`src/common/rot_defines.svh`:
```
// Build-time sizes for the rotation unit, included by the package and any file that needs them.
`ifndef ROT_DEFINES_SVH
`define ROT_DEFINES_SVH

// Data word width.
`define ROT_WIDTH 16

// Rotate-amount width, log2 of the word width.
`define ROT_AMT_W 4

// Result FIFO entries, also the number of command credits.
`define ROT_FIFO_DEPTH 8

`endif

```
`src/common/rot_pkg.sv`:
```
// Shared data types for the rotation unit, imported by every RTL module.
`include "rot_defines.svh"

package rot_pkg;

    // One data word as it passes through the unit.
    typedef logic [`ROT_WIDTH-1:0] rot_word_t;

    // Rotate amount, 0 up to width minus one.
    typedef logic [`ROT_AMT_W-1:0] rot_amt_t;

    // Rotate direction as carried on the command port.
    typedef enum logic {
        ROT_RIGHT = 1'b0,
        ROT_LEFT  = 1'b1
    } rot_dir_e;

endpackage

```
`src/rotator/rot_pipe.sv`:
```
// Five-stage pipelined rotator, one entry per cycle and a fixed latency of five clocks.
`timescale 1ns/1ps

module rot_pipe (
    input  logic               clk,
    input  logic               rst_n,
    input  logic               in_valid,
    input  rot_pkg::rot_word_t in_data,
    input  rot_pkg::rot_amt_t  in_amt,
    input  rot_pkg::rot_dir_e  in_dir,
    output logic               out_valid,
    output rot_pkg::rot_word_t out_data
);
    import rot_pkg::*;

    localparam int W = $bits(rot_word_t);

    // Rotate a word by a fixed step in the given direction.
    function automatic rot_word_t rot_step(rot_word_t w, rot_dir_e dir, int unsigned k);
        if (dir == ROT_LEFT) begin
            return (w << k) | (w >> (W - k));
        end
        return (w >> k) | (w << (W - k));
    endfunction

    logic      s0_valid, s1_valid, s2_valid, s3_valid;
    rot_word_t s0_data, s1_data, s2_data, s3_data;
    rot_amt_t  s0_amt, s1_amt, s2_amt;
    rot_dir_e  s0_dir, s1_dir, s2_dir;
    logic      s3_rot8;                         // Only the top amount bit is left.

    always_ff @(posedge clk or negedge rst_n) begin
        if (!rst_n) begin
            s0_valid <= 1'b0;
            s0_data  <= '0;
            s0_amt   <= '0;
            s0_dir   <= ROT_RIGHT;
        end else begin
            s0_valid <= in_valid;
            s0_data  <= in_data;
            s0_amt   <= in_amt;
            s0_dir   <= in_dir;
        end
    end

    always_ff @(posedge clk or negedge rst_n) begin
        if (!rst_n) begin
            s1_valid <= 1'b0;
            s1_data  <= '0;
            s1_amt   <= '0;
            s1_dir   <= ROT_RIGHT;
        end else begin
            s1_valid <= s0_valid;
            s1_data  <= s0_amt[0] ? rot_step(s0_data, s0_dir, 1) : s0_data;
            s1_amt   <= s0_amt;
            s1_dir   <= s0_dir;
        end
    end

    always_ff @(posedge clk or negedge rst_n) begin
        if (!rst_n) begin
            s2_valid <= 1'b0;
            s2_data  <= '0;
            s2_amt   <= '0;
            s2_dir   <= ROT_RIGHT;
        end else begin
            s2_valid <= s1_valid;
            s2_data  <= s1_amt[1] ? rot_step(s1_data, s1_dir, 2) : s1_data;
            s2_amt   <= s1_amt;
            s2_dir   <= s1_dir;
        end
    end

    // Direction is dropped after this stage.
    always_ff @(posedge clk or negedge rst_n) begin
        if (!rst_n) begin
            s3_valid <= 1'b0;
            s3_data  <= '0;
            s3_rot8  <= 1'b0;
        end else begin
            s3_valid <= s2_valid;
            s3_data  <= s2_amt[2] ? rot_step(s2_data, s2_dir, 4) : s2_data;
            s3_rot8  <= s2_amt[3];
        end
    end

    // Half-word rotate, same result left or right.
    always_ff @(posedge clk or negedge rst_n) begin
        if (!rst_n) begin
            out_valid <= 1'b0;
            out_data  <= '0;
        end else begin
            out_valid <= s3_valid;
            out_data  <= s3_rot8 ? rot_step(s3_data, ROT_LEFT, 8) : s3_data;
        end
    end

endmodule

```
`src/rotator/rot_cmd_rx.sv`:
```
// Four-phase command receiver that spends a FIFO credit for each command it feeds to the rotator.
`timescale 1ns/1ps
`include "rot_defines.svh"

module rot_cmd_rx (
    input  logic               clk,
    input  logic               rst_n,
    input  logic               cmd_req,
    input  rot_pkg::rot_word_t cmd_data,
    input  rot_pkg::rot_amt_t  cmd_amt,
    input  rot_pkg::rot_dir_e  cmd_dir,
    output logic               cmd_ack,
    input  logic               credit_ret,
    output logic               in_valid,
    output rot_pkg::rot_word_t in_data,
    output rot_pkg::rot_amt_t  in_amt,
    output rot_pkg::rot_dir_e  in_dir
);
    localparam int CRED_W = $clog2(`ROT_FIFO_DEPTH + 1);

    typedef enum logic {
        RX_IDLE,
        RX_ACKED
    } rx_state_e;

    rx_state_e         state_q;
    logic [CRED_W-1:0] credits_q;
    logic              take;

    // Accept only with room left in the result FIFO.
    assign take    = (state_q == RX_IDLE) && cmd_req && (credits_q != '0);
    assign cmd_ack = (state_q == RX_ACKED);

    always_ff @(posedge clk or negedge rst_n) begin
        if (!rst_n) begin
            state_q  <= RX_IDLE;
            in_valid <= 1'b0;
        end else begin
            in_valid <= take;                   // One-cycle pipeline entry.
            case (state_q)
                RX_IDLE:  if (take) state_q <= RX_ACKED;
                RX_ACKED: if (!cmd_req) state_q <= RX_IDLE;
                default:  state_q <= RX_IDLE;
            endcase
        end
    end

    always_ff @(posedge clk or negedge rst_n) begin
        if (!rst_n) begin
            credits_q <= CRED_W'(`ROT_FIFO_DEPTH);
        end else if (take && !credit_ret) begin
            credits_q <= credits_q - 1'b1;
        end else if (!take && credit_ret) begin
            credits_q <= credits_q + 1'b1;
        end
    end

    always_ff @(posedge clk) begin
        if (take) begin
            in_data <= cmd_data;
            in_amt  <= cmd_amt;
            in_dir  <= cmd_dir;
        end
    end

endmodule

```
`src/rtl/rot_result_fifo.sv`:
```
// In-order result FIFO between the rotator output and the result sender.
`timescale 1ns/1ps
`include "rot_defines.svh"

module rot_result_fifo (
    input  logic               clk,
    input  logic               rst_n,
    input  logic               wr_en,
    input  rot_pkg::rot_word_t wr_data,
    input  logic               pop,
    output rot_pkg::rot_word_t rd_data,
    output logic               empty
);
    import rot_pkg::*;

    localparam int DEPTH = `ROT_FIFO_DEPTH;
    localparam int PTR_W = (DEPTH > 1) ? $clog2(DEPTH) : 1;
    localparam int CNT_W = $clog2(DEPTH + 1);

    rot_word_t         mem [DEPTH];
    logic [PTR_W-1:0]  wr_ptr, rd_ptr;
    logic [CNT_W-1:0]  count, count_next;

    function automatic logic [PTR_W-1:0] next_ptr(logic [PTR_W-1:0] p);
        return (p == PTR_W'(DEPTH - 1)) ? '0 : p + 1'b1;
    endfunction

    always_comb begin
        count_next = count;
        if (wr_en && !pop) begin
            count_next = count + 1'b1;
        end else if (!wr_en && pop) begin
            count_next = count - 1'b1;
        end
    end

    always_ff @(posedge clk or negedge rst_n) begin
        if (!rst_n) begin
            wr_ptr <= '0;
            rd_ptr <= '0;
            count  <= '0;
            empty  <= 1'b1;
        end else begin
            if (wr_en) wr_ptr <= next_ptr(wr_ptr);
            if (pop) rd_ptr <= next_ptr(rd_ptr);
            count <= count_next;
            empty <= (count_next == '0);        // Registered flag.
        end
    end

    always_ff @(posedge clk) begin
        if (wr_en) begin
            mem[wr_ptr] <= wr_data;
        end
    end

    assign rd_data = mem[rd_ptr];               // Oldest word.

endmodule

```
`src/rtl/rot_result_tx.sv`:
```
// Four-phase result sender that hands the FIFO head to the host and returns a credit per word.
`timescale 1ns/1ps

module rot_result_tx (
    input  logic               clk,
    input  logic               rst_n,
    input  logic               empty,
    input  rot_pkg::rot_word_t rd_data,
    output logic               pop,
    output logic               credit_ret,
    output logic               res_req,
    output rot_pkg::rot_word_t res_data,
    input  logic               res_ack
);
    logic pop_q;
    logic taken;
    logic start;

    assign taken = res_req && res_ack;

    // The empty flag lags a pop by one clock, so skip the cycle of the pop.
    assign start = !res_req && !res_ack && !empty && !pop_q;

    always_ff @(posedge clk or negedge rst_n) begin
        if (!rst_n) begin
            res_req <= 1'b0;
            pop_q   <= 1'b0;
        end else begin
            pop_q <= taken;
            if (taken) begin
                res_req <= 1'b0;
            end else if (start) begin
                res_req <= 1'b1;
            end
        end
    end

    assign pop        = pop_q;
    assign credit_ret = pop_q;                  // One credit per delivered word.

    // Head of the FIFO holds still until the pop.
    assign res_data = rd_data;

endmodule

```
`src/rtl/rot_unit_top.sv`:
```
// Top level of the rotation unit with the command and result req/ack ports.
`timescale 1ns/1ps

module rot_unit_top (
    input  logic               clk,
    input  logic               rst_n,
    input  logic               cmd_req,
    input  rot_pkg::rot_word_t cmd_data,
    input  rot_pkg::rot_amt_t  cmd_amt,
    input  rot_pkg::rot_dir_e  cmd_dir,
    output logic               cmd_ack,
    output logic               res_req,
    output rot_pkg::rot_word_t res_data,
    input  logic               res_ack
);
    import rot_pkg::*;

    logic      in_valid;
    rot_word_t in_data;
    rot_amt_t  in_amt;
    rot_dir_e  in_dir;
    logic      out_valid;
    rot_word_t out_data;
    rot_word_t rd_data;
    logic      empty;
    logic      pop;
    logic      credit_ret;

    rot_cmd_rx cmd_rx_i (
        .clk        (clk),
        .rst_n      (rst_n),
        .cmd_req    (cmd_req),
        .cmd_data   (cmd_data),
        .cmd_amt    (cmd_amt),
        .cmd_dir    (cmd_dir),
        .cmd_ack    (cmd_ack),
        .credit_ret (credit_ret),
        .in_valid   (in_valid),
        .in_data    (in_data),
        .in_amt     (in_amt),
        .in_dir     (in_dir)
    );

    rot_pipe pipe_i (
        .clk       (clk),
        .rst_n     (rst_n),
        .in_valid  (in_valid),
        .in_data   (in_data),
        .in_amt    (in_amt),
        .in_dir    (in_dir),
        .out_valid (out_valid),
        .out_data  (out_data)
    );

    rot_result_fifo fifo_i (
        .clk     (clk),
        .rst_n   (rst_n),
        .wr_en   (out_valid),
        .wr_data (out_data),
        .pop     (pop),
        .rd_data (rd_data),
        .empty   (empty)
    );

    rot_result_tx result_tx_i (
        .clk        (clk),
        .rst_n      (rst_n),
        .empty      (empty),
        .rd_data    (rd_data),
        .pop        (pop),
        .credit_ret (credit_ret),
        .res_req    (res_req),
        .res_data   (res_data),
        .res_ack    (res_ack)
    );

endmodule

```
`config.mk`:
```
export PLATFORM = sky130hd
export DESIGN_NAME = rot_unit_top
export DESIGN_NICKNAME = d
export VERILOG_FILES = /design/src/common/rot_pkg.sv /design/src/rotator/rot_pipe.sv /design/src/rotator/rot_cmd_rx.sv /design/src/rtl/rot_result_fifo.sv /design/src/rtl/rot_result_tx.sv /design/src/rtl/rot_unit_top.sv
export VERILOG_INCLUDE_DIRS = /design/src /design/src/common
export SDC_FILE = /design/constraint.sdc
export NUM_CORES = 1
export LEC_CHECK = 0
export BUFFER_PORTS_ARGS = -buffer_cell sky130_fd_sc_hd__buf_2
export CELL_PAD_IN_SITES_DETAIL_PLACEMENT = 1
export CELL_PAD_IN_SITES_GLOBAL_PLACEMENT = 2
export CORE_ASPECT_RATIO = 1.5
export CORE_MARGIN = 8
export CORE_UTILIZATION = 33
export CTS_CLUSTER_DIAMETER = 200
export CTS_CLUSTER_SIZE = 20
export DETAILED_ROUTE_END_ITERATION = 16
export GPL_TIMING_DRIVEN = 0
export PLACE_DENSITY = 0.58
export SKIP_CTS_REPAIR_TIMING = 1
export SYNTH_ARGS = -nofsm -noshare
export SYNTH_HDL_FRONTEND = slang
export SYNTH_SLANG_ARGS = --single-unit
```
`constraint.sdc`:
```
create_clock -name clk -period 3.6 [get_ports clk]
set_input_delay 0.18 -clock clk [delete_from_list [all_inputs] [get_ports clk]]
set_output_delay 0.18 -clock clk [all_outputs]
set_load 0.02 [all_outputs]
```
==> flow_summary.toml <==
[sta]
rsz0062_at_grt = "no"
max_slew_margin_pct = 39.4
max_freq_mhz = 359
setup_viol = 0
fin_skew_ns = 0.0176
final-hold-violation-count = 0
slew_viol_final = 0
timing.final.crit_share_pct = 77.3
period_needed_ns = 2.78
final.setup.tns_ns = 0
worstMarginPinSlew_ns = 0.904

[synthesis]
syn-cell-area_um2 = 10200
syn_nets = 607
synth_area_leaders = "edfxtp_1 (44%), dfrtp_1 (28%), mux4_1 (7.5%), mux2i_1 (5.1%), mux2_2 (4.2%)"
ys_top_cells_by_count = "edfxtp_1 (149), dfrtp_1 (115), nor2_1 (59)"
syn_inst = 573
yosysMostFrequentCell = "edfxtp_1"
syn_avg_cell_area_um2 = 17.8
synth_top_area_share_pct = 43.9
synth_top_cell_by_area = "edfxtp_1"
ys_ff_latch = 266
synthArstFlopShare_pct = 44.0
synth-edff-count = 149
ys_seq_area_share_pct = 72.7
ys_types = 33
synthFlopType = "edfxtp_1"
ys.warnings.count = 0

[power_and_ir_drop]
power.density_nw_per_um2 = 683
ir_drop_v = 0.000357
switchingPower_uw = 2400
clockPowerShare_pct = 22.9
combPwrFrac_pct = 26.0
power_uw = 8100
p_leak_uw = 0.00446
power.internal_uw = 5700
sequentialPowerShare_pct = 51.0
swShare_pct = 29.7

[setup_path]
cp_max_fo = 10
r2r_start = "cmd_rx_i.credits_q[1]"
endpoint = "res_data[7]"
rrSetupSlack_ns = 1.05
critical_path_required_ns = 3.42
crit_path_start_kind = "flip-flop"
rr_worst_depth = 9
crit_start = "fifo_i.rd_ptr[1]"
critPathArrivalTime_ns = 2.60
path_class = "flip-flop to primary output"
endpoint_kind = "primary output"
reg2reg_to = "cmd_rx_i.credits_q[2]"

[job]
cap_violations = 0

[die]
die_area_um2 = 36900
ios = 43
coreArea_um2 = 30700
initial_core_util_pct = 33.1
die_w_um = 159
die_h_um = 231
rows = 79

[finish]
diodes = 0
area_growth_syn_to_layout_pct = 16.3
drive_gt1_share_pct = 20.2
nNetsFinal = 702
finalInstanceArea_um2 = 11800

[drt]
first_pass_iters = 4
antenna_left = 0
routed_wl_mm = 20.3
wl_per_cell_um = 18.7
drt_iter0_drc = 150
drcViolationCount = 0
vias = 5049
drt-vias-per-instance = 4.66

[clock_network]
cts_sinks = 266
clock_path_buffers = 3
insertion_delay_ns = 0.48
cts.htree.levels = 1
cts_made_buffers = 17
cts_tree = "built"
path_clk_slew_ns = 0.08
root_buffer = "clkbuf_16"

[grt]
grt_use_total_pct = 10.9
grt_max_degree = 67
grt_pass1_wl_mm = 31.5
grt_pass1_vias = 5676
grt_antenna_before_repair = 0
globalRouteOverflowTotal = 0

[placement]
hpwl_mm = 14.7
port-buffer-count = 42
place_congestion = 0.863
dpl_cell_area_um2 = 11100

[status]
status = "complete, no violations"

[hold_path]
hold_path.class = "input port to async pin"
[power by group through the flow]
stage	logic [uW]	clock network [uW]	registers, uW
2_1_floorplan	1480	0	4080
3_3_place_gp	2020	0	4160
3_5_place_dp	2150	0	4210
4_1_cts	2170	1950	4140
5_1_grt	2310	2030	4190
6_report	2110	1860	4130
[flip-flops by register name, indices dropped and copies added (netlist names), 2 cells and up]
name                flops
fifo_i.rd_ptr           3
pipe_i.out_data        16
cmd_rx_i.credits_q      4
pipe_i.s3_data         16
pipe_i.s2_amt           2
pipe_i.s0_amt           4
cmd_rx_i.in_data       16
cmd_rx_i.in_amt         4
pipe_i.s1_amt           3
fifo_i.count            4
fifo_i.wr_ptr           3
pipe_i.s1_data         16
fifo_i.mem            128
pipe_i.s2_data         16
pipe_i.s0_data         16
[layout by cell type (no fill, tap or decap)]
cell type,count
xor2_1,5
and2_1,1
nor4_1,2
edfxtp_1,149
inv_1,4
mux4_1,29
buf_8,6
xnor2_1,4
o21ai_0,2
dfrtp_1,115
nand2_1,4
inv_12,1
nor3_1,1
nor2_1,53
a21boi_0,1
nor4b_1,2
buf_12,1
nor2_2,6
o41ai_1,1
dfstp_2,2
nand2b_1,4
buf_2,52
buf_16,3
clkbuf_16,17
nand3b_1,1
mux4_2,3
a41oi_1,1
mux2i_1,52
dlygate4sd3_1,24
mux2_2,38
ha_1,9
clkbuf_1,25
nor2b_1,1
o21a_1,1
and4b_1,1
nor3_2,2
buf_6,5
a21oi_1,49
nor3b_4,1
[routing by layer]
metal,part of all wire (%),global-route usage (%)
met1,34,10.1
met2,61,23.4
met3,2.7,1.53
met4,2.8,3.61
met5,0,0
[critical path: stages (launching register included)]
cell and delay (ns):
dfrtp_1 0.36, clkbuf_1 0.31, clkbuf_1 0.58, mux4_1 0.40, mux2_2 0.30, buf_2 0.16
[how the worst min path moves through the flow]
stage                         endpoint  slack, ns  depth (start not counted)
floorplan             cmd_rx_i.cmd_ack      -0.12                          0
global placement     pipe_i.s0_data[2]       0.33                          0
detailed placement   pipe_i.s0_data[9]       0.17                          1
CTS                  pipe_i.s0_data[9]      -0.35                          1
global route        pipe_i.s2_data[10]       0.26                          2
finish               pipe_i.s0_data[9]       0.20                          2
[cells by family (layout without fill, tap and decap cells)]
kind of cell | Yosys count | in the layout | synth area share (%)
adder cells (fa/ha/maj) | 9 | 9 | 1.11
AND/OR/NAND/NOR | 79 | 79 | 3.38
multiplexers | 122 | 122 | 17.5
AO/OA/AOI/OAI | 55 | 55 | 2.83
XOR/XNOR | 9 | 9 | 0.774
flip-flops | 266 | 266 | 72.7
buffers and inverters | 33 | 138 | 1.77
[cell type report]
type	instances	area, um^2
clock inverter	1	16.3
fill	3074	18900
multi-input combinational	274	2640
tap	405	507
buffer	29	165
clock buffer	28	467
sequential	266	7400
timing repair buffer	76	637
inverter	4	15.0
[stage by stage]
step | setup WS, ns | hold slack, ns | instances | utilization (%)
floorplan | 0.759 | -0.116 | 573 | -
global placement | 0.0708 | 0.331 | 1020 | 35.5
detailed placement | 1.05 | 0.172 | 1030 | 36.2
CTS | 0.721 | -0.354 | 1059 | 37.8
global route | 0.653 | 0.259 | 1083 | 38.5
finish | 0.818 | 0.205 | 1083 | 38.5
(Power assumes the default switching activity.)
